--- config.mk ---
export PLATFORM = sky130hd
export DESIGN_NAME = mul_unit
export DESIGN_NICKNAME = d
export VERILOG_FILES = /design/src/verilog/prf_pkg.sv /design/src/verilog/mul_unit.sv
export VERILOG_INCLUDE_DIRS = /design/src /design/src/verilog
export SDC_FILE = /design/constraint.sdc
export NUM_CORES = 1
export LEC_CHECK = 0
export ABC_AREA = 1
export BUFFER_PORTS_ARGS = -buffer_cell sky130_fd_sc_hd__buf_2
export CAP_MARGIN = 20
export CORE_MARGIN = 2
export CORE_UTILIZATION = 55
export DETAILED_ROUTE_END_ITERATION = 10
export GPL_TIMING_DRIVEN = 1
export PLACE_DENSITY = 0.77
export SETUP_SLACK_MARGIN = 0.5
export SYNTH_ARGS = -nofsm -noshare
export SYNTH_HDL_FRONTEND = slang
export SYNTH_SLANG_ARGS = --single-unit
--- constraint.sdc ---
create_clock -name clk -period 6.4 [get_ports clk]
set_input_delay 0.64 -clock clk [delete_from_list [all_inputs] [get_ports clk]]
set_output_delay 0.64 -clock clk [all_outputs]
set_load 0.01 [all_outputs]
--- src/verilog/prf_defines.svh ---
`ifndef PRF_DEFINES_SVH
`define PRF_DEFINES_SVH

// Datapath and register file sizes.
`define PRF_XLEN        32
`define PRF_TAG_W       8
`define PRF_DEPTH       256
`define PRF_ARCH_REGS   32
`define PRF_WR_PORTS    5

// Issue to writeback cycles.
`define PRF_MUL_LATENCY 2
`define PRF_DIV_CYCLES  32

// ALU function codes.
`define PRF_ALU_FUNC_W  2
`define PRF_ALU_ADD     2'd0
`define PRF_ALU_SUB     2'd1
`define PRF_ALU_AND     2'd2
`define PRF_ALU_XOR     2'd3

`endif

--- src/verilog/prf_pkg.sv ---
`default_nettype none

`include "prf_defines.svh"

package prf_pkg;

    typedef logic [`PRF_XLEN-1:0]       word_t;
    // Tag 0 is the hard zero register.
    typedef logic [`PRF_TAG_W-1:0]      preg_tag_t;
    typedef logic [`PRF_ALU_FUNC_W-1:0] alu_func_t;

    typedef struct packed {
        alu_func_t func;
        preg_tag_t src1;
        preg_tag_t src2;
        preg_tag_t dst;
    } issue_op_t;

    typedef struct packed {
        logic      valid;
        preg_tag_t tag;
        word_t     data;
    } wb_t;

    typedef enum logic [1:0] {
        DIV_IDLE,
        DIV_RUN,
        DIV_DONE
    } div_state_t;

endpackage

`default_nettype wire

--- src/verilog/mul_unit.sv ---
`timescale 1ns/1ps
`default_nettype none

module mul_unit (
    input  logic               clk,
    input  logic               reset,
    input  logic               issue,
    input  prf_pkg::issue_op_t op,
    output prf_pkg::preg_tag_t src1,
    output prf_pkg::preg_tag_t src2,
    input  prf_pkg::word_t     data1,
    input  prf_pkg::word_t     data2,
    output prf_pkg::wb_t       wb
);

    logic               s1_valid;
    prf_pkg::word_t     s1_a;
    prf_pkg::word_t     s1_b;
    prf_pkg::preg_tag_t s1_dst;

    assign src1 = op.src1;
    assign src2 = op.src2;

    // Valid bits move with their payload.
    always_ff @(posedge clk) begin
        if (reset) begin
            s1_valid <= 1'b0;
            wb.valid <= 1'b0;
        end else begin
            s1_valid <= issue;
            wb.valid <= s1_valid;
        end
        // Stage one, operand capture.
        s1_a   <= data1;
        s1_b   <= data2;
        s1_dst <= op.dst;
        // Stage two, low word of the product.
        wb.tag  <= s1_dst;
        wb.data <= s1_a * s1_b;
    end

endmodule

`default_nettype wire

-- Word level (Yosys, flattened, before mapping)
Cells that the tools add are included.
- bits in registers: 114
- bits in latches: 0
- bits in writable memories: 0
- ROM bits: 0
- output and inout port bits: 57
- word-level logic and storage cells: 8
- memories: 0
- $add $sub $neg: 0
- $mul: 1
- div/mod/pow operators: 0
- magnitude comparators: 0
- eq/ne operators: 0
- shift operators: 0
- multiplexer cells: 0
- bitwise operators: 0
- reduce and logical (&&, ||, !) cells: 0
- operators with widths (operator ; count):
    multiplier 32 x 32 -> 32 bit ; 1

-- Logic depth before layout (Yosys ltp)
- word-level depth: 1
- gate-level depth with buffers: 31
- mapped depth without buffers: 29

-- Worst setup path before layout
Ideal clock, no wire load.
- path type: reg2reg
- start point: register s1_b[2]
- end point: register wb[30] in the netlist's numbering
- data arrival time: 6.273 ns
- path slack: 0.003 ns
- cell stages (with the launch flop): 27
- buffers on the path: 2
- clock period less this slack: 6.397 ns
- path through: dfxtp_1 > clkbuf_1 > buf_1 > nand2_1 > inv_1 > fa_1 > inv_1 > fa_1 > fa_1 > fa_1 > inv_1 > fa_1 > inv_1 > fa_1 > inv_1 > fa_1 > fa_1 > ha_1 > nand2_1 > inv_1 > a21oi_1 > nor2_1 > nor2_1 > nand3_2 > a21boi_2 > o21bai_1 > xor2_1
- word-level cells in the longest chain between the ends: 1
- ends and longest elaborated chain (item ; RTL line ; source):
    from (decl) ; mul_unit.sv:18 ; prf_pkg::word_t s1_b;
    from (signal assigned) ; mul_unit.sv:35 ; s1_b <= data2;
    multiplier 32 x 32 -> 32 bit ; mul_unit.sv:39 ; wb.data <= s1_a * s1_b;
    to (decl) ; mul_unit.sv:13 ; output prf_pkg::wb_t wb
No other way between the ends.
A chain may end at the register's enable or synchronous reset.

-- Final worst setup path
- start point: register s1_a[18]
- end point: register wb[26] in the netlist's numbering
- word-level cells in the longest chain between the ends: 1
- ends and longest elaborated chain (item ; RTL line ; source):
    from (decl) ; mul_unit.sv:17 ; prf_pkg::word_t s1_a;
    from (signal assigned) ; mul_unit.sv:34 ; s1_a <= data1;
    multiplier 32 x 32 -> 32 bit ; mul_unit.sv:39 ;
No other way between the ends.

==> out/metrics.csv <==
metric,value,unit
crit_required,6.75,ns
grt_max_degree,33,
ys_seq_area_frac,0.118,
whs_path_depth,1,
cts_tree,done,
synth-seq-cells,114,
drc_errors,0,
hold_class,in -> reg,
nets,3213,
grt_pass1_vias,16392,
globalRoute.totalOverflow,0,
wl_per_cell,16.7,um
cts_hold_buf,0,
path_cells,"buf_12, nand2_1, inv_1, fa_1, inv_1, fa_1, fa_1, fa_1, inv_1, fa_1, fa_1, fa_1, fa_1, ha_4, nand2_1, nor2_1, inv_1, nor3_2, nand3_1, nand3_2, a21boi_4, buf_4, buf_6, xnor2_1",
io-pin-count,150,
hold-path-endpoint,s1_b[23],
fin_cells,3057,
synth.most_common_cell,inv_1,
dp_cells,2988,
ys.flop_type,dfxtp_1,
grt_pass1_wl,81300,um
endpoint_kind,flop,
synth_area_leader_cell,fa_1,
cts_max_path_buffers,2,
synth_fa_ha_area_frac,0.503,
synth_area_leaders,"fa_1, inv_1, nand2_1, dfxtp_1, ha_1",
antenna_cells,0,
grt_usage,0.290,
clkSinkCount,114,
finalSetupViolations,1,
cp_max_fo,14,
root_buffer,clkbuf_16,
ant_nets,0,
synth_nets,3048,
cap_violations,0,
portBuffers,115,
synth_top_family_by_area,adder cells,
tightest_slew,1.10,ns
final.min_clock_period,6.42,ns
die_area,0.0366,mm2
dp_slack,-0.212,ns
fill_cells,2695,
crit_path_start_kind,flop,
die_y,191,um
min_from,data2[23],
clock_latency,0.46,ns
setup_slack,-0.0192,ns
status,"complete, but fails checks",
r2r_start,s1_a[18],
clk_pin_slew,0.08,ns
synth_compound_area_frac,0.0193,
die_width,191,um
fin_util,0.659,
slowest_stage,fa_1,
synth_edf_count,0,
htree_levels,4,
reg2reg_slack,-0.02,ns
dr.first_iter.drc_count,1298,
synth-simple-area-share,0.155,
yosysTopAreaCellShare,0.423,
syn_avg_cell_area,7.96,um2
gp_congestion,0.923,
viasPerCell,5.10,
cts_buffers,17,
async_flop_share,0,
critPathArrivalTime,6.77,ns
initial_core_util,0.558,
rsz0062_at_grt,true,
finalCritPeriodShare,1.00,
ys_warn_count,0,
synth_xor_area_frac,0.0195,
hold_violations,0,
synthMuxAreaShare,0,
max_stage_delay,0.59,ns
crit_type,reg -> reg,
antenna_found_initial,0,
syn2layout_area_growth,18.0,%
violations,negative setup slack,
synthesis.area,0.0193,mm2
slew_headroom,0.269,
cp_common_cell,fa_1,
slew_viol_final,0,
dp_hpwl,38900,um
rows,68,
core_area,0.0345,mm2
layout-drive-gt1-share,0.184,
ys_top_cells_by_count,"inv_1, nand2_1, fa_1",
r2r_cells,24,
vias,15579,
synth.distinct_cells,36,
totalWireLength,51100,um
r2r_end,wb[26],
first_pass_iters,7,
max_freq,0.156,GHz
syn-instance-count,2424,
fin_skew,0.0230,ns
==> per-stage QoR <==
step,hold slack [ns],setup TNS [ns],area (um2)
after floorplan,0.310,0,19500
after global placement,0.310,-0.581,20900
after detailed placement,0.313,-1.10,20900
after CTS,0.273,0,22300
after global routing,0.272,-0.768,22800
final,0.293,-0.0192,22800
==> placed cells by master (no fill, tap or decap), types with 28 or more instances in the layout <==
master / Yosys / routed
buf_2: 10 / 116
buf_4: 24 / 96
dfxtp_1: 114 / 74
fa_1: 408 / 390
ha_1: 123 / 101
inv_1: 789 / 764
inv_2: 3 / 28
nand2_1: 674 / 649
nand3_1: 44 / 40
xor2_1: 29 / 28
==> flip-flops by register name, summed over array words and instances (netlist names) <==
| name | cells |
|---|---|
| s1_a | 32 |
| s1_b | 32 |
| s1_dst | 8 |
| s1_valid | 1 |
| wb | 41 |
==> cells by family (layout without fill, tap and decap cells) <==
kind of cell | after synthesis | count (layout)
AOI/OAI and AO/OA | 62 | 62
and+or+nand+nor | 762 | 762
buffers and inverters | 913 | 1091
DFF | 114 | 114
adders and majority gates | 531 | 531
xor gates and xnor gates | 42 | 42
==> critical path: cells and delay by family (launching register included) <==
kind	cells	cell delay, ns
compound gates	1	0.08
xor+xnor	1	0.11
fa+ha+maj	9	4.39
buf+inv	7	0.66
flops	1	0.32
simple gates	6	0.78
==> how the worst max path moves through the flow <==
stage / startpoint / end / slack (ns) / cells past startpoint
2_1_floorplan: s1_b[7] / wb[28] / 0.39 / 26
3_3_place_gp: s1_a[12] / wb[31] / -0.12 / 23
3_5_place_dp: s1_a[12] / wb[31] / -0.21 / 23
4_1_cts: s1_a[11] / wb[31] / 0.14 / 24
5_1_grt: s1_b[3] / wb[28] / -0.19 / 23
6_report: s1_a[18] / wb[26] / -0.02 / 24
==> area by class of cell <==
class / count / area, um2 / area share
tap: 455 / 569 / 0.0250
clock buffer: 19 / 453 / 0.0199
inverter: 793 / 2980 / 0.131
multi-input combinational: 1397 / 14100 / 0.618
sequential: 114 / 2380 / 0.104
timing repair buffer: 266 / 2180 / 0.0958
clock inverter: 13 / 149 / 0.00654
==> layer usage <==
layer	part of all wire	GRT usage
met1	0.38	0.365
met2	0.49	0.488
met3	0.089	0.0586
met4	0.038	0.118
met5	0	0
==> timing repair <==
item	4_1_cts	5_1_grt
pin swaps	76	44
endpoints found under the setup margin	19	18
hold endpoints to repair	0	0
gates resized for setup	146	93
buffers inserted	23	8
gates cloned	4	2
Power is not shown: default switching activity piles up to over one toggle a cycle in this logic, so the estimate is an artifact.
