--- config.mk ---
export PLATFORM = sky130hd
export DESIGN_NAME = div_unit
export DESIGN_NICKNAME = d
export VERILOG_FILES = /design/src/verilog/prf_pkg.sv /design/src/verilog/div_unit.sv
export VERILOG_INCLUDE_DIRS = /design/src /design/src/verilog
export SDC_FILE = /design/constraint.sdc
export NUM_CORES = 1
export LEC_CHECK = 0
export BUFFER_PORTS_ARGS = -buffer_cell sky130_fd_sc_hd__buf_4
export CAP_MARGIN = 20
export CORE_MARGIN = 5
export CORE_UTILIZATION = 35
export DETAILED_ROUTE_END_ITERATION = 8
export PLACE_DENSITY = 0.67
export SLEW_MARGIN = 15
export SYNTH_ARGS = -nofsm -noshare
export SYNTH_HDL_FRONTEND = slang
export SYNTH_SLANG_ARGS = --single-unit
--- constraint.sdc ---
create_clock -name clk -period 5.35 [get_ports clk]
set_clock_uncertainty 0.2 [all_clocks]
set_input_delay 0.535 -clock clk [delete_from_list [all_inputs] [get_ports clk]]
set_output_delay 0.535 -clock clk [all_outputs]
set_load 0.01 [all_outputs]
--- src/verilog/prf_defines.svh ---
`ifndef PRF_DEFINES_SVH
`define PRF_DEFINES_SVH

// Datapath and register file sizes.
`define PRF_XLEN        32
`define PRF_TAG_W       8
`define PRF_DEPTH       256
`define PRF_ARCH_REGS   32
`define PRF_WR_PORTS    5

// Issue to writeback cycles.
`define PRF_MUL_LATENCY 2
`define PRF_DIV_CYCLES  32

// ALU function codes.
`define PRF_ALU_FUNC_W  2
`define PRF_ALU_ADD     2'd0
`define PRF_ALU_SUB     2'd1
`define PRF_ALU_AND     2'd2
`define PRF_ALU_XOR     2'd3

`endif

--- src/verilog/prf_pkg.sv ---
`default_nettype none

`include "prf_defines.svh"

package prf_pkg;

    typedef logic [`PRF_XLEN-1:0]       word_t;
    // Tag 0 is the hard zero register.
    typedef logic [`PRF_TAG_W-1:0]      preg_tag_t;
    typedef logic [`PRF_ALU_FUNC_W-1:0] alu_func_t;

    typedef struct packed {
        alu_func_t func;
        preg_tag_t src1;
        preg_tag_t src2;
        preg_tag_t dst;
    } issue_op_t;

    typedef struct packed {
        logic      valid;
        preg_tag_t tag;
        word_t     data;
    } wb_t;

    typedef enum logic [1:0] {
        DIV_IDLE,
        DIV_RUN,
        DIV_DONE
    } div_state_t;

endpackage

`default_nettype wire

--- src/verilog/div_unit.sv ---
`timescale 1ns/1ps
`default_nettype none

`include "prf_defines.svh"

module div_unit (
    input  logic               clk,
    input  logic               reset,
    input  logic               issue,
    input  prf_pkg::issue_op_t op,
    output prf_pkg::preg_tag_t src1,
    output prf_pkg::preg_tag_t src2,
    input  prf_pkg::word_t     data1,
    input  prf_pkg::word_t     data2,
    output prf_pkg::wb_t       wb,
    output logic               busy
);

    prf_pkg::div_state_t state_q;
    logic [4:0]          count_q;
    prf_pkg::word_t      rem_q;
    prf_pkg::word_t      quo_q;
    prf_pkg::word_t      divisor_q;
    prf_pkg::preg_tag_t  dst_q;
    logic [`PRF_XLEN:0]  rem_shift;
    prf_pkg::word_t      step_rem;
    prf_pkg::word_t      step_quo;

    assign src1 = op.src1;
    assign src2 = op.src2;

    // One restoring step. A zero divisor always subtracts, so the quotient is all ones.
    always_comb begin
        rem_shift = {rem_q, quo_q[`PRF_XLEN-1]};
        if (rem_shift >= {1'b0, divisor_q}) begin
            step_rem = prf_pkg::word_t'(rem_shift - {1'b0, divisor_q});
            step_quo = {quo_q[`PRF_XLEN-2:0], 1'b1};
        end else begin
            step_rem = rem_shift[`PRF_XLEN-1:0];
            step_quo = {quo_q[`PRF_XLEN-2:0], 1'b0};
        end
    end

    // ~~~~~~~~~~~~~~~~~~~~~~~~~~~~~~~~~~~~~~~~~~~~~~~~~~~~~~~~~~~~~~~~~~~~~~
    // Sequencer: 31 steps in RUN, the last one in DONE.
    // ~~~~~~~~~~~~~~~~~~~~~~~~~~~~~~~~~~~~~~~~~~~~~~~~~~~~~~~~~~~~~~~~~~~~~~
    always_ff @(posedge clk) begin
        if (reset) begin
            state_q <= prf_pkg::DIV_IDLE;
            count_q <= '0;
        end else begin
            case (state_q)
                prf_pkg::DIV_IDLE: begin
                    if (issue) begin
                        state_q <= prf_pkg::DIV_RUN;
                        count_q <= '0;
                    end
                end
                prf_pkg::DIV_RUN: begin
                    count_q <= count_q + 5'd1;
                    if (count_q == 5'(`PRF_DIV_CYCLES - 2)) begin
                        state_q <= prf_pkg::DIV_DONE;
                    end
                end
                default: state_q <= prf_pkg::DIV_IDLE;
            endcase
        end
        if (state_q == prf_pkg::DIV_IDLE && issue) begin
            rem_q     <= '0;
            quo_q     <= data1;
            divisor_q <= data2;
            dst_q     <= op.dst;
        end else if (state_q == prf_pkg::DIV_RUN) begin
            rem_q <= step_rem;
            quo_q <= step_quo;
        end
    end

    assign busy = (state_q != prf_pkg::DIV_IDLE);

    always_comb begin
        wb.valid = (state_q == prf_pkg::DIV_DONE);
        wb.tag   = dst_q;
        wb.data  = step_quo;
    end

endmodule

`default_nettype wire

* Yosys cells after proc, flatten, opt, wreduce, memory -nomap -nowiden
Index checks and enable logic that the tools add are counted.
** Word-level totals
- Output and inout bits :: 58
- Word-level logic and storage cells :: 30
- Bits in registers :: 111
** Cells by class
- Add/subtract/negate cells :: 2
- Order comparisons :: 1
- Reductions and logical operators :: 7
- Eq/ne operators :: 5
- Muxes and demuxes :: 9
** Operators by type and width (number)
- 32-bit 2-to-1 mux :: 3
- 33-bit by 32-bit greater-or-equal comparator with 1-bit output :: 1
- 32-bit subtractor :: 1
- 5-bit case mux with 2 select lines :: 1
- 2-bit nonzero test :: 3
- 5-bit by 1-bit adder with 5-bit output (second input constant) :: 1
- 5-bit == test (second input constant) :: 1
- 5-bit 2-to-1 mux :: 1
- 2-bit 2-to-1 mux :: 2
- 2-bit != test (second input constant) :: 2
- 2-bit case mux with 2 select lines :: 1
- 2-bit AND reduction :: 2
- 2-bit by 1-bit == test with 1-bit output (second input constant) :: 1
- 2-bit == test (second input constant) :: 1
- 2-bit logical NOT :: 1
- 1-bit logical AND :: 1
- 1-bit 2-to-1 mux :: 1

* Depth between registers and ports, before layout
- Depth in word-level cells :: 4
- Mapped depth :: 14
- Depth with buffers taken out :: 12

* Worst setup path after synthesis
No wires, ideal clock.
- Path kind :: flip-flop to output port
- Start :: register divisor_q[4]
- End :: output port wb[0] in the netlist's numbering
- Required time :: 4615 ps
- Arrival time :: 2247 ps
- Path slack :: 2368 ps
- Stages on the path, launching flop included :: 11
- Path through :: edfxtp_1 -> inv_1 -> ha_1 -> a21o_1 -> a31oi_1 -> a21boi_1 -> or2_1 -> buf_2 -> a2111oi_4 -> o211ai_4 -> buf_2
** RTL lines
- from (decl) :: line div_unit.sv:23 : prf_pkg::word_t divisor_q;
- from (signal assigned) :: line div_unit.sv:71 : divisor_q <= data2;
- to (decl) :: line div_unit.sv:15 : output prf_pkg::wb_t wb,

==> impl_metrics.env <==
export IMPL_initial_utilization=0.356
export IMPL_start_kind="register"
export IMPL_cts_resized=0
export IMPL_arrival_ns=3.09
export IMPL_dieArea_um2=21100
export IMPL_dp_cells=977
export IMPL_relSlewSlack=0.420
export IMPL_min_path_type="input pin to register"
export IMPL_worst_pin_slew_ns=0.871
export IMPL_grt_pass1_wl_mm=23.8
export IMPL_nNetsFinal=887
export IMPL_cp_required_ns=4.62
export IMPL_dieWidth_um=145
export IMPL_final_util=0.414
export IMPL_place_area_um2=7140
export IMPL_ant_nets=0
export IMPL_avgSynthCellArea_um2=9.17
export IMPL_cts_root_buffer="clkbuf_16"
export IMPL_synthFlopType="edfxtp_1"
export IMPL_dp_hpwl_mm=10.2
export IMPL_h_tree_depth=3
export IMPL_gp_congestion=0.823
export IMPL_async_flop_share=0
export IMPL_hold_viol=0
export IMPL_antenna_found_initial=0
export IMPL_postCtsSetupBuffers=0
export IMPL_design_area_um2=7460
export IMPL_drt_iter0_drc=255
export IMPL_cp_top_family="compound AO/OA/AOI/OAI gates"
export IMPL_maxCapViolCount=0
export IMPL_viasPerCell=4.92
export IMPL_ys_warn_count=0
export IMPL_p_per_area_nw_per_um2=477
export IMPL_core_area_um2=18000
export IMPL_synth_cell_area_um2=6420
export IMPL_grt_max_degree=74
export IMPL_outcome="finished clean"
export IMPL_vdd_ir_drop_max_mv=0.231
export IMPL_finalWirelength_mm=14.2
export IMPL_overflow=0
export IMPL_synth_top_cell_area_share=0.337
export IMPL_rsz0062_at_grt="false"
export IMPL_fin_crit_ns=3.83
export IMPL_synth_edff_count=72
export IMPL_syn_nets=828
export IMPL_ios=151
export IMPL_numCtsBuffers=9
export IMPL_worstSetupPathType="register to output port"
export IMPL_grt_usage=0.134
export IMPL_synth_top_area_cell="edfxtp_1"
export IMPL_layout_commonest_cell="nand2_1"
export IMPL_ys_types=57
export IMPL_num_antenna_cells=0
export IMPL_critical_path_max_fanout=19
export IMPL_std_cell_rows=49
export IMPL_syn_to_final_growth_pct=16.3
export IMPL_crit_path_end_kind="output port"
export IMPL_setup_viol=0
export IMPL_num_vias=4887
export IMPL_fillerInstances=1833
export IMPL_clk_pin_slew_worst_paths_ns=0.10
export IMPL_p_leak_nw=3.30
export IMPL_cts_tree="yes"
export IMPL_chipHeight_um=145
export IMPL_cts_max_path_buffers=2
export IMPL_fin_crit_sh=0.716
export IMPL_numClockSinks=111
export IMPL_drive_gt1_frac=0.194
export IMPL_drc=0
export IMPL_cp_cell_sequence="inv_1 -> ha_1 -> a21oi_1 -> o21ai_1 -> nand2b_1 -> a41oi_1 -> nand3b_1 -> o211ai_4 -> buf_4"
export IMPL_synth_area_leaders="edfxtp_1, dfxtp_1, nand2_1"
export IMPL_portBuffers=116
export IMPL_grt_pass1_vias=4913
export IMPL_holdWs_ns=0.126
export IMPL_fin_cells=993
export IMPL_hold_buffers=0
export IMPL_finalSetupTns_ns=0
export IMPL_critPathBufInv=2
export IMPL_fmax_mhz=261
export IMPL_slowest_stage="o211ai_4"
export IMPL_ys_ff_latch=111
export IMPL_first_pass_iters=4
export IMPL_maxSlewViolCount=0
export IMPL_seq_area_frac_synth=0.458
export IMPL_clk_latency_ns=0.38
export IMPL_max_stage_delay_ns=0.64
export IMPL_final_cell_mix="nand2_1, buf_4, edfxtp_1"
export IMPL_syn_inst=700
export IMPL_wl_per_cell_um=14.3
==> cells in the mapped netlist (7+ instances only) <==
| library cell | n |
|---|---|
| nand2_1 | 152 |
| edfxtp_1 | 72 |
| buf_4 | 47 |
| a21oi_1 | 45 |
| inv_1 | 43 |
| o21ai_1 | 40 |
| dfxtp_1 | 39 |
| ha_1 | 34 |
| nor2_1 | 32 |
| mux2i_1 | 20 |
| clkbuf_1 | 19 |
| xor2_1 | 15 |
| xnor2_1 | 14 |
| nand3_1 | 11 |
| o21ai_0 | 10 |
| a21o_1 | 9 |
| nand4_1 | 9 |
| nor3_1 | 8 |
| a31oi_1 | 7 |
==> cell type report <==
cell class | count | area (um^2) | area share
clock buffer | 9 | 225 | 0.0302
sequential | 111 | 2940 | 0.394
inverter | 46 | 173 | 0.0231
timing repair buffer | 123 | 923 | 0.124
multi-input combinational | 468 | 2820 | 0.377
tap | 229 | 287 | 0.0384
clock inverter | 7 | 96.3 | 0.0129
==> power breakdown <==
part / total (W) / internal, W / switching [W]
clock network: 0.000716 / 0.000346 / 0.000371
logic: 0.00162 / 0.000702 / 0.000922
registers: 0.00122 / 0.00110 / 0.000117
total: 0.00356 / 0.00215 / 0.00141
==> cell families after synthesis <==
family / after synthesis / share of synthesized area
xor gates and xnor gates: 29 / 0.0396
muxes: 21 / 0.0329
and+or+nand+nor: 235 / 0.154
AOI/OAI and AO/OA: 148 / 0.143
adders and majority gates: 35 / 0.0694
buffers and inverters: 121 / 0.103
DFF: 111 / 0.458
==> per-layer routing <==
layer	share of wire	track usage	wire, um	vias up
met4	0.0099	0.0303	140	0
met5	0	0	0	-
met3	0.078	0.0557	1100	13
met2	0.46	0.214	6470	124
met1	0.46	0.170	6500	2256
li1	-	-	-	2494
==> registers in the layout, indices dropped and copies added, names as in the netlist <==
register / count
count_q: 5
state_q: 2
quo_q: 32
dst_q: 8
divisor_q: 32
rem_q: 32
==> metrics by stage <==
| step | total power (W) | setup WS (ns) |
|---|---|---|
| after floorplan | 0.00254 | 2.37 |
| after global placement | 0.00283 | 1.78 |
| after detailed placement | 0.00286 | 1.68 |
| after CTS | 0.00360 | 1.48 |
| after global routing | 0.00385 | 1.26 |
| final | 0.00356 | 1.52 |
==> final timing paths <==
kind / startpoint / end / slack, ns / cells after the start
setup / recovery: divisor_q[18] / wb[0] / 1.52 / 9
hold / removal: data2[0] / divisor_q[0] / 0.13 / 1
setup reg to reg: divisor_q[18] / rem_q[28] / 1.71 / 12
hold reg to reg: rem_q[3] / rem_q[3] / 0.27 / 2
No activity file was read; power rests on OpenSTA's default activity.
