===== config.mk =====
export PLATFORM = sky130hd
export DESIGN_NAME = int_alu
export DESIGN_NICKNAME = d
export VERILOG_FILES = /design/src/verilog/prf_pkg.sv /design/src/verilog/int_alu.sv
export VERILOG_INCLUDE_DIRS = /design/src /design/src/verilog
export SDC_FILE = /design/constraint.sdc
export NUM_CORES = 1
export LEC_CHECK = 0
export BUFFER_PORTS_ARGS = -buffer_cell sky130_fd_sc_hd__buf_2
export CAP_MARGIN = 20
export CELL_PAD_IN_SITES_DETAIL_PLACEMENT = 0
export CELL_PAD_IN_SITES_GLOBAL_PLACEMENT = 1
export CORE_MARGIN = 2
export CORE_UTILIZATION = 39
export DETAILED_ROUTE_END_ITERATION = 12
export GPL_ROUTABILITY_DRIVEN = 0
export PLACE_DENSITY = 0.84
export SLEW_MARGIN = 0
export SYNTH_ARGS = -nofsm -noshare
export SYNTH_HDL_FRONTEND = slang
export SYNTH_SLANG_ARGS = --single-unit

===== constraint.sdc =====
create_clock -name clk -period 5.85 [get_ports clk]
set_input_delay 0.8775 -clock clk [delete_from_list [all_inputs] [get_ports clk]]
set_output_delay 0.8775 -clock clk [all_outputs]
set_load 0.01 [all_outputs]

===== src/verilog/prf_defines.svh =====
`ifndef PRF_DEFINES_SVH
`define PRF_DEFINES_SVH

// Datapath and register file sizes.
`define PRF_XLEN        32
`define PRF_TAG_W       8
`define PRF_DEPTH       256
`define PRF_ARCH_REGS   32
`define PRF_WR_PORTS    5

// Issue to writeback cycles.
`define PRF_MUL_LATENCY 2
`define PRF_DIV_CYCLES  32

// ALU function codes.
`define PRF_ALU_FUNC_W  2
`define PRF_ALU_ADD     2'd0
`define PRF_ALU_SUB     2'd1
`define PRF_ALU_AND     2'd2
`define PRF_ALU_XOR     2'd3

`endif


===== src/verilog/prf_pkg.sv =====
`default_nettype none

`include "prf_defines.svh"

package prf_pkg;

    typedef logic [`PRF_XLEN-1:0]       word_t;
    // Tag 0 is the hard zero register.
    typedef logic [`PRF_TAG_W-1:0]      preg_tag_t;
    typedef logic [`PRF_ALU_FUNC_W-1:0] alu_func_t;

    typedef struct packed {
        alu_func_t func;
        preg_tag_t src1;
        preg_tag_t src2;
        preg_tag_t dst;
    } issue_op_t;

    typedef struct packed {
        logic      valid;
        preg_tag_t tag;
        word_t     data;
    } wb_t;

    typedef enum logic [1:0] {
        DIV_IDLE,
        DIV_RUN,
        DIV_DONE
    } div_state_t;

endpackage

`default_nettype wire


===== src/verilog/int_alu.sv =====
`timescale 1ns/1ps
`default_nettype none

`include "prf_defines.svh"

module int_alu (
    input  logic               clk,
    input  logic               reset,
    input  logic               issue,
    input  prf_pkg::issue_op_t op,
    output prf_pkg::preg_tag_t src1,
    output prf_pkg::preg_tag_t src2,
    input  prf_pkg::word_t     data1,
    input  prf_pkg::word_t     data2,
    output prf_pkg::wb_t       wb
);

    prf_pkg::word_t result;

    assign src1 = op.src1;
    assign src2 = op.src2;

    always_comb begin
        result = '0;
        case (op.func)
            `PRF_ALU_ADD: result = data1 + data2;
            `PRF_ALU_SUB: result = data1 - data2;
            `PRF_ALU_AND: result = data1 & data2;
            `PRF_ALU_XOR: result = data1 ^ data2;
        endcase
    end

    // One cycle to writeback.
    always_ff @(posedge clk) begin
        if (reset) begin
            wb.valid <= 1'b0;
        end else begin
            wb.valid <= issue;
        end
        if (issue) begin
            wb.tag  <= op.dst;
            wb.data <= result;
        end
    end

endmodule

`default_nettype wire


After elaboration in Yosys (flattened, before gate mapping)
Index checks and enable logic that the tools add are counted.
{"block": "word_totals", "ramBits": 0, "output_inout_bits": 57, "regBits": 41, "latch_bits": 0, "n_memories": 0, "mem_bits_ro": 0}
{"block": "op_classes", "n_reduce_logical": 1, "n_shift": 0, "multipliers": 0, "n_addsub": 2, "n_bitwise": 2, "n_eq_ne": 3, "div_mod_pow": 0, "magnitude_cmp": 0, "muxes": 1}
{"operator": "32-bit one-hot mux with 4 select lines", "count": 1}
{"operator": "32-bit adder", "count": 1}
{"operator": "32-bit AND", "count": 1}
{"operator": "32-bit subtractor", "count": 1}
{"operator": "32-bit bitwise XOR", "count": 1}
{"operator": "2-bit == test (second input constant)", "count": 2}
{"operator": "2-bit by 1-bit == test with 1-bit output (second input constant)", "count": 1}
{"operator": "2-bit zero test", "count": 1}

Logic depth before layout (Yosys ltp)
Gate-level depths: netlist (run 1).
{"block": "logic_depth", "depth_word": 2, "depth_mapped": 16}

Least setup slack after synthesis (run 1)
OpenSTA, ideal clock, no wires.
{"block": "synth_path", "path_kind": "input to register", "startpoint": "input data2[4]", "endpoint": "register wb[31] in the netlist's numbering, data pin", "setup_ns": 0.135, "path_buffers": 0, "path_stages": 13, "setup_slack_ns": 1.534, "arrival_ns": 4.181, "path_cell_list": "nor4_1 -> nand2_1 -> or3_2 -> nor4_1 -> a21oi_1 -> xnor2_1 -> ha_1 -> nand4_1 -> nor4_1 -> a21oi_1 -> o311a_1 -> or4b_1 -> nand3_1"}
{"block": "synth_between", "elab_chain_len": 2, "word_cells_on_any_way": 3, "cone_classes": "add/sub: 2; mux: 1"}
{"item": "start, declared", "line_no": "int_alu.sv:14", "rtl": "input prf_pkg::word_t data2,"}
{"item": "32-bit subtractor or 32-bit adder (tied branches)", "line_no": "int_alu.sv:27, int_alu.sv:26"}
{"item": "32-bit one-hot mux with 4 select lines *", "line_no": "int_alu.sv:25", "rtl": "case (op.func)"}
{"item": "net result[31]", "line_no": "int_alu.sv:18", "rtl": "prf_pkg::word_t result;"}
{"item": "end, declared", "line_no": "int_alu.sv:15", "rtl": "output prf_pkg::wb_t wb"}
The timed path passes the listed nets; every way through them passes the cells marked *.
A chain may end at the register's enable or synchronous reset.

Worst setup path in the final report (run 1)
Same ends and word-level chain as after synthesis.

==> results of run 1 <==
==> worst max-delay path, stage by stage <==
cell	delay, ns
buf_2	0.13
nor4_1	0.43
nand2_1	0.22
or3_2	0.52
nor4_1	0.25
a21oi_1	0.14
xnor2_1	0.14
ha_1	0.39
nand4_1	0.16
nor4_1	0.28
a21oi_1	0.22
o311a_1	0.45
or4b_1	0.53
nand3_1	0.08
==> per-stage QoR <==
stage          instance area, um^2  utilization (%)
4_1_cts                       5500             46.1
3_5_place_dp                  5340             44.8
6_report                      5500             46.1
3_3_place_gp                  5340             44.8
5_1_grt                       5500             46.1
2_1_floorplan                 4720                -
==> report_power, final <==
part	switching [mW]	internal [mW]
sequential	0.0100	0.376
combinational	0.294	0.222
clock	0.124	0.181
==> final timing paths <==
check	endpoint	slack, ns	depth (start not counted)
max	wb[31]	1.21	14
min	wb[40]	0.74	2
==> cell families after synthesis <==
logic type                 share of synthesized area [%]
buffers and inverters                               5.49
adders and majority gates                           17.4
AOI/OAI and AO/OA                                   20.2
and+or+nand+nor                                     14.4
muxes                                               6.84
xor gates and xnor gates                            9.81
DFF                                                 25.9
==> cell type report <==
class                           count  area, um^2  share of cell area [%]
Multi-Input combinational cell    429        3240                    58.9
Sequential cell                    41        1220                    22.2
Timing Repair Buffer              122         623                    11.3
Tap cell                          147         184                    3.35
Clock buffer                        7         153                    2.78
Inverter                           19        71.3                    1.30
Clock inverter                      1        5.00                  0.0911
==> synthesized netlist by cell type, types with 10 or more instances <==
cell type	instances
xnor2_1	27
nor2_1	45
a21oi_1	46
edfxtp_1	40
o21ai_0	34
buf_4	16
inv_1	18
a21o_1	11
ha_1	64
o31ai_1	10
nand2_1	29
mux2i_1	21
clkbuf_1	15
xor2_1	24
mux2_2	10
==> metal layers <==
layer | GRT usage [%] | vias up
met3 | 2.92 | 30
met4 | 7.64 | 0
met1 | 24.8 | 1971
met2 | 31.8 | 152
li1 | - | 2130
met5 | 0 | -
==> results.tsv, run 1 <==
stage	metric	value	unit
yosys	post-synth net total	681	
yosys	asr flop ratio synth	0	%
finish	leading registers by flop count	wb x41	
yosys	post-synth top area share	25.5	%
routing	Vias	4283	
critical_path	Setup CP Type	in2reg	
routing	DR WL met3	736	um
timing	post-route setup slack	1.21	ns
timing	setup TNS	0	ns
place	port bufs	117	
global_route	initial antenna violation count	0	
floorplanning	IO Pins	150	
timing	minimum clock period after layout	4.64	ns
critical_path	crit path max fanout	7	
routing	DRT antenna net count	0	
critical_path	CP arrival	4.80	ns
clock_network	CTS Root Cell	clkbuf_16	
routing	Pre-antenna DRT Iters	5	
worst_hold_path	worst hold path class	in2reg	
power_and_ir_drop	leak pwr	2.47	nW
yosys	Seq cells post-synth	41	
timing	Slew Viols, Final	0	
job	Max Cap Violations	0	
finish	fillers	1174	
global_route	vias in the first global route	4112	
critical_path	Worst Setup SP	data2[4]	
timing	RSZ-0062 raised after global routing	false	
global_route	gr ovfl total	0	
clock_network	Resized cells post-CTS	0	
yosys	synth unique cells	60	
place	pre-CTS WS	0.909	ns
finish	commonest non-fill, non-tap cell in the layout	buf_2	
worst_hold_path	HP Start	reset	
yosys	largest cells by area after synthesis	edfxtp_1, ha_1, xnor2_1	
routing	vias per cell	5.59	
power_and_ir_drop	Power Dens Cells	220	nW/um^2
power_and_ir_drop	Tot Pwr	1.21	mW
clock_network	clock-pin slew on the worst setup and hold paths	0.07	ns
routing	Met2 Wirelength	5.70	mm
clock_network	CTS tree	yes	
timing	Hold Fails Final Rpt	0	
clock_network	hold buffers post-CTS	0	
timing	Min Hold Slack	0.741	ns
clock_network	Inserted Clock Buffers	5	
clock_network	# Post-CTS Setup Buffers	0	
routing	Iter 0 DRT Violations	239	
clock_network	H-tree Lvls	2	
power_and_ir_drop	worst vdd ir	0.138	mV
floorplanning	Core Rows	40	
floorplanning	chip height	114	um
yosys	sequential-to-total area share from yosys stat	25.9	%
finish	Non-Filler Instances	766	
yosys	Post-synth EDFFs	40	
clock_network	maximum clock path buffer count	2	
place	Inst Count DP	758	
timing	period utilisation layout	79.3	%
critical_path	kind of end point of the critical path	flop	
timing	Max Freq	216	MHz
finish	layout overhead on the synthesized area	16.5	%
routing	Top Metal Used	met4	
routing	WL final	12.3	mm
global_route	first-pass GRT wire length	20.0	mm
clock_network	clock sinks	41	
finish	# diodes	0	
place	DP HPWL	9.71	mm
timing	setup violators final	0	
global_route	largest net degree at the start of global routing	64	
finish	share of cells above drive strength 1	24.4	%
floorplanning	Initial Utilization	39.6	%
run_status	status	finished clean	
routing	wire length on met1	5.49	mm
yosys	area leader, netlist	edfxtp_1	
critical_path	CP Data Required Time	6.01	ns
critical_path	startpoint types	input port	
finish	largest reg by FF count	wb	
yosys	synthesized cell area	4720	um^2
finish	max FFs per register	41	
timing	Worst-Margin Slew	1.01	ns
finish	commonest non-fill, non-tap cells in the layout	buf_2, ha_1, a21oi_1, nor2_1, edfxtp_1	
finish	layout net count	776	
routing	DRC errors left	0	
timing	Slew Limit Headroom	33.0	%
floorplanning	chip width	114	um
yosys	cells after synthesis	523	
yosys	Mean Syn Cell Area	9.02	um^2
yosys	most common flop cell mapped by yosys	edfxtp_1	
floorplanning	core box area	11900	um^2
routing	wire length per cell	16.0	um
floorplanning	die area	13000	um^2
yosys	YS warnings	0	
global_route	Total GRT Usage	19.1	%
Power figures use the tool's default switching activity.
==> inputs of run 2 (changes only) <==
- ABC_AREA: unset -> 1
- CORE_UTILIZATION: 39 -> 38
- clock period: 5.85 -> 4.57 ns (I/O delays scaled with it)
==> results.tsv, run 2 <==
stage	metric	value	unit	change
run_status	status	finished clean		unchanged
routing	WL final	18.1	mm	was 12.3 mm
clock_network	# Post-CTS Setup Buffers	0		unchanged
clock_network	CTS Root Cell	clkbuf_16		unchanged
worst_hold_path	worst hold path class	in2reg		unchanged
yosys	YS warnings	0		unchanged
clock_network	maximum clock path buffer count	2		unchanged
routing	wire length per cell	15.6	um	was 16.0 um
clock_network	clock sinks	41		unchanged
floorplanning	core box area	14600	um^2	was 11900 um^2
timing	setup TNS	0	ns	unchanged
yosys	asr flop ratio synth	0	%	unchanged
yosys	post-synth net total	1035		was 681
finish	layout overhead on the synthesized area	15.2	%	was 16.5%
finish	fillers	1555		was 1174
finish	largest reg by FF count	wb		unchanged
routing	Iter 0 DRT Violations	322		was 239
timing	Worst-Margin Slew	1.04	ns	was 1.01 ns
finish	# diodes	0		unchanged
yosys	cells after synthesis	877		was 523
global_route	first-pass GRT wire length	28.6	mm	was 20.0 mm
critical_path	critical path, cell by cell	buf_2 > inv_1 > ha_1 > nand3_2 > nor2_4 > nand3_4 > o31ai_4 > o21ai_1 > nand2_1 > nand2_1 > ha_1 > nand2_1 > nor2_1 > nand2_1 > nor4_2 > nand2_1 > nand2_1 > nand2_1 > nand3_1 > nand2_1		was buf_2 > nor4_1 > nand2_1 > or3_2 > nor4_1 > a21oi_1 > xnor2_1 > ha_1 > nand4_1 > nor4_1 > a21oi_1 > o311a_1 > or4b_1 > nand3_1
floorplanning	chip height	127	um	was 114 um
timing	minimum clock period after layout	3.36	ns	
yosys	most common flop cell mapped by yosys	edfxtp_1		unchanged
floorplanning	Initial Utilization	39.2	%	was 39.6%
finish	share of cells above drive strength 1	18.2	%	was 24.4%
power_and_ir_drop	Power Dens Cells	263	nW/um^2	was 220 nW/um^2
global_route	busiest grt layer	met2		unchanged
yosys	synth unique cells	42		was 60
global_route	initial antenna violation count	0		unchanged
timing	Max Freq	298	MHz	
global_route	GRT met2 Usage	36.3	%	was 31.8%
critical_path	crit path max fanout	5		was 7
finish	leading registers by flop count	wb x41		unchanged
clock_network	CTS tree	yes		unchanged
place	DP HPWL	14.9	mm	was 9.71 mm
global_route	vias in the first global route	5498		was 4112
finish	commonest non-fill, non-tap cells in the layout	nand2_1, inv_1, buf_2, nor2_1, ha_1		was buf_2, ha_1, a21oi_1, nor2_1, edfxtp_1
finish	layout net count	1134		was 776
clock_network	H-tree Lvls	2		unchanged
timing	Hold Fails Final Rpt	0		unchanged
routing	Vias	5838		was 4283
yosys	synthesized cell area	5710	um^2	was 4720 um^2
critical_path	CP Data Required Time	4.62	ns	was 6.01 ns
finish	Multi-input gate area	3800	um^2	was 3240 um^2
routing	DRC errors left	0		unchanged
routing	Pre-antenna DRT Iters	6		was 5
global_route	global routing usage on met3	3.21	%	was 2.92%
finish	Non-Filler Instances	1161		was 766
yosys	synth cell count leaders	nand2_1, inv_1, nor2_1		was ha_1, a21oi_1, nor2_1
finish	commonest non-fill, non-tap cell in the layout	nand2_1		was buf_2
yosys	sequential-to-total area share from yosys stat	21.4	%	was 25.9%
critical_path	Crit path buffers/inverters	2		was 1
yosys	area leader, netlist	edfxtp_1		unchanged
global_route	met1 Usage GRT	32.2	%	was 24.8%
timing	setup violators final	0		unchanged
timing	Slew Viols, Final	0		unchanged
critical_path	slowest stage delay, CP	0.37	ns	was 0.53 ns
critical_path	Most Frequent Cell on Critical Path	nand2_1		was nor4_1
critical_path	CP max stage cell	ha_1		was or4b_1
critical_path	cell family with most CP delay	simple AND/OR/NAND/NOR gates		unchanged
critical_path	kind of end point of the critical path	flop		unchanged
place	port bufs	117		unchanged
yosys	Post-synth EDFFs	40		unchanged
yosys	largest cells by area after synthesis	edfxtp_1, nand2_1, ha_1		was edfxtp_1, ha_1, xnor2_1
floorplanning	IO Pins	150		unchanged
power_and_ir_drop	leak pwr	3.50	nW	was 2.47 nW
floorplanning	Core Rows	44		was 40
finish	Reg area	1220	um^2	unchanged
yosys	Seq cells post-synth	41		unchanged
yosys	count leader, synth	nand2_1		was ha_1
floorplanning	die area	16000	um^2	was 13000 um^2
routing	DRT antenna net count	0		unchanged
timing	RSZ-0062 raised after global routing	false		unchanged
critical_path	startpoint types	input port		unchanged
power_and_ir_drop	worst vdd ir	0.145	mV	was 0.138 mV
finish	max FFs per register	41		unchanged
global_route	largest net degree at the start of global routing	42		was 64
timing	period utilisation layout	73.5	%	
timing	Slew Limit Headroom	30.6	%	was 33.0%
clock_network	hold buffers post-CTS	0		unchanged
global_route	Total GRT Usage	22.7	%	was 19.1%
critical_path	Setup CP Type	in2reg		unchanged
critical_path	CP arrival	3.41	ns	was 4.80 ns
clock_network	Resized cells post-CTS	0		unchanged
clock_network	clock-pin slew on the worst setup and hold paths	0.07	ns	about the same
routing	vias per cell	5.03		was 5.59
job	Max Cap Violations	0		unchanged
floorplanning	chip width	127	um	was 114 um
yosys	post-synth top area share	21.0	%	was 25.5%
yosys	Mean Syn Cell Area	6.51	um^2	was 9.02 um^2
global_route	gr ovfl total	0		unchanged
clock_network	Inserted Clock Buffers	5		unchanged
place	Inst Count DP	1153		was 758
==> run 2: changes by cell type after synthesis, sizes merged, moves of 18 or more <==
cell,delta
nand2,+268
inv,+117
mux2i,-21
nor2,+43
nand3,+51
xnor2,-18
==> run 2: per-stage QoR <==
| step | hold WS [ns] | setup WS (ns) | power (mW) | area (um^2) | utilization (%) |
|---|---|---|---|---|---|
| detailed placement | 0.844 | 0.886 | 1.24 | 6390 | 43.8 |
| global placement | 0.842 | 0.937 | 1.23 | 6360 | 43.6 |
| CTS | 0.520 | 1.19 | 1.74 | 6580 | 45.1 |
| global route | 0.528 | 0.830 | 1.86 | 6580 | 45.1 |
| floorplan | 0.757 | 1.53 | 1.00 | 5710 | - |
| finish | 0.529 | 1.21 | 1.73 | 6580 | 45.1 |
==> run 2: logic make-up after synthesis <==
logic type      synth area share (%)
fa+ha+maj                       14.4
compound gates                  10.9
buf+inv                         12.0
simple gates                    37.2
xor+xnor                        4.14
flops                           21.4
==> run 2: worst paths after layout <==
path / cells past startpoint / end / from
hold / removal: 2 / wb[40] / reset
setup / recovery: 20 / wb[26] / data2[0]
==> run 2: layout make-up <==
type | count | area share [%]
multi-input combinational | 673 | 57.8
tap | 184 | 3.50
sequential | 41 | 18.5
clock inverter | 3 | 1.05
timing repair buffer | 120 | 9.54
clock buffer | 5 | 1.90
inverter | 135 | 7.70
==> run 2: routing by layer <==
metal / part of all wire (%) / up-vias / wire, um
met3: 5.5 / 20 / 989
met4: 2.0 / 0 / 366
li1: - / 3012 / -
met2: 44 / 174 / 7970
met1: 48 / 2632 / 8750
met5: 0 / - / 0
==> run 2: power by group <==
part / internal, mW / switching, mW / leakage, nW / total (mW)
registers: 0.475 / 0.0102 / 0.398 / 0.485
logic: 0.268 / 0.490 / 3.01 / 0.758
clock network: 0.316 / 0.174 / 0.0944 / 0.490
==> inputs of run 3 (changes only) <==
- clock period: 4.57 -> 3.2 ns (I/O delays scaled with it)
==> results.tsv, run 3 (same netlist as run 2, synthesis figures left out) <==
stage	metric	value	unit	change
routing	Vias	6016		was 5838
clock_network	clock sinks	41		unchanged
finish	max FFs per register	41		unchanged
critical_path	slowest stage delay, CP	0.42	ns	was 0.37 ns
routing	WL final	18.3	mm	was 18.1 mm
finish	Reg area	1220	um^2	unchanged
global_route	Total GRT Usage	23.1	%	was 22.7%
floorplanning	chip height	127	um	unchanged
finish	commonest non-fill, non-tap cells in the layout	nand2_1, inv_1, buf_2, nor2_1, buf_4		was nand2_1, inv_1, buf_2, nor2_1, ha_1
finish	fillers	1502		was 1555
floorplanning	chip width	127	um	unchanged
global_route	first-pass GRT wire length	29.0	mm	was 28.6 mm
timing	period utilisation layout	93.5	%	
clock_network	CTS tree	yes		unchanged
finish	# diodes	0		unchanged
finish	largest reg by FF count	wb		unchanged
power_and_ir_drop	Tot Pwr	2.58	mW	was 1.73 mW
finish	fin util	48.8	%	was 45.1%
routing	DRT antenna net count	0		unchanged
timing	minimum clock period after layout	2.99	ns	
critical_path	Most Frequent Cell on Critical Path	nand2_1		unchanged
critical_path	Setup CP Type	in2reg		unchanged
routing	DRC errors left	0		unchanged
power_and_ir_drop	worst vdd ir	0.188	mV	was 0.145 mV
clock_network	maximum clock path buffer count	2		unchanged
routing	Pre-antenna DRT Iters	5		was 6
run_status	status	finished clean		unchanged
finish	share of cells above drive strength 1	24.4	%	was 18.2%
clock_network	H-tree Lvls	2		unchanged
timing	Slew Limit Headroom	33.9	%	was 30.6%
finish	layout overhead on the synthesized area	24.7	%	was 15.2%
floorplanning	IO Pins	150		unchanged
floorplanning	Initial Utilization	39.2	%	unchanged
floorplanning	die area	16000	um^2	unchanged
clock_network	clock-pin slew on the worst setup and hold paths	0.06	ns	was 0.07 ns
job	Max Cap Violations	0		unchanged
critical_path	crit path max fanout	5		unchanged
routing	Iter 0 DRT Violations	432		was 322
floorplanning	Core Rows	44		unchanged
timing	Worst-Margin Slew	0.992	ns	was 1.04 ns
critical_path	CP arrival	3.05	ns	was 3.41 ns
critical_path	kind of end point of the critical path	flop		unchanged
finish	commonest non-fill, non-tap cell in the layout	nand2_1		unchanged
power_and_ir_drop	Power Dens Cells	362	nW/um^2	was 263 nW/um^2
timing	Slew Viols, Final	0		unchanged
clock_network	Inserted Clock Buffers	5		unchanged
timing	Hold Fails Final Rpt	0		unchanged
worst_hold_path	worst hold path class	in2reg		unchanged
critical_path	critical path, cell by cell	buf_2 > inv_1 > buf_4 > nand3_2 > buf_4 > nor2_2 > nand2_1 > nand2_2 > o21ai_0 > xor2_1 > ha_1 > nand2_1 > nor2_1 > nand2_1 > nor3_1 > nand2_1 > nand2_1 > nand2_1 > nand3_1 > nand2_1		was buf_2 > inv_1 > ha_1 > nand3_2 > nor2_4 > nand3_4 > o31ai_4 > o21ai_1 > nand2_1 > nand2_1 > ha_1 > nand2_1 > nor2_1 > nand2_1 > nor4_2 > nand2_1 > nand2_1 > nand2_1 > nand3_1 > nand2_1
global_route	initial antenna violation count	0		unchanged
clock_network	CTS Root Cell	clkbuf_16		unchanged
place	DP HPWL	15.1	mm	was 14.9 mm
critical_path	startpoint types	input port		unchanged
finish	Multi-input gate area	3860	um^2	was 3800 um^2
global_route	largest net degree at the start of global routing	42		unchanged
place	placed cell areas	6860	um^2	was 6390 um^2
power_and_ir_drop	leak pwr	3.82	nW	was 3.50 nW
timing	setup violators final	0		unchanged
routing	wire length per cell	14.9	um	was 15.6 um
timing	Max Freq	334	MHz	
finish	leading registers by flop count	wb x41		unchanged
critical_path	CP max stage cell	ha_1		unchanged
global_route	gr ovfl total	0		unchanged
finish	layout net count	1199		was 1134
place	port bufs	117		unchanged
clock_network	hold buffers post-CTS	0		unchanged
floorplanning	core box area	14600	um^2	unchanged
global_route	vias in the first global route	5698		was 5498
critical_path	CP Data Required Time	3.26	ns	was 4.62 ns
routing	vias per cell	4.91		was 5.03
finish	Final Instance Area	7130	um^2	was 6580 um^2
critical_path	Crit path buffers/inverters	4		was 2
critical_path	cell family with most CP delay	simple AND/OR/NAND/NOR gates		unchanged
## run 3: cell count changes in the layout (fill, tap and decap cells not counted), moves of 2 or more
cell     before  now
nor3_1       11    9
buf_4         2   67
a21oi_1      36   34
nor2_1       76   73
nor2_2       10   13
ha_1         64   61
nor3_2        0    2
a21oi_2       2    4
ha_2          0    2
## run 3: cell type report
| type | count | area share, % |
|---|---|---|
| clock buffer | 5 | 1.76 |
| clock inverter | 3 | 0.966 |
| inverter | 135 | 7.11 |
| multi-input combinational | 673 | 54.2 |
| sequential | 41 | 17.1 |
| tap | 184 | 3.23 |
| timing repair buffer | 185 | 15.6 |
## run 3: final timing paths
kind                      from      to  cells after the start
worst max-delay path  data2[1]  wb[28]                     20
worst min-delay path     reset  wb[40]                      2
## run 3: metrics by stage
stage / TNS (ns) / hold slack, ns / instances / setup WS, ns
global placement: -0.468 / 0.637 / 1217 / -0.170
global route: -0.0114 / 0.342 / 1226 / -0.0114
CTS: 0 / 0.324 / 1225 / 0.163
finish: 0 / 0.326 / 1226 / 0.207
detailed placement: -0.884 / 0.644 / 1217 / -0.150
floorplan: 0 / 0.551 / 877 / 0.363
## run 3: layer usage
metal  GRT usage, %  vias up  routed length, um
met5              0        -                  0
met4           7.05        0                465
met3           3.21       30               1230
met2           37.2      179               8060
met1           32.1     2669               8570
li1               -     3138                  -
## run 3: timing repair
| action | 4_1_cts | 5_1_grt |
|---|---|---|
| setup endpoints to repair | 0 | 9 |
| buffers inserted | 0 | 1 |
| gates resized for setup | 0 | 13 |
## run 3: power by group
group / internal (mW) / leakage (nW) / switching [mW]
Combinational: 0.468 / 3.33 / 0.714
Sequential: 0.678 / 0.398 / 0.0151
Clock: 0.451 / 0.0944 / 0.254
Total: 1.60 / 3.82 / 0.983
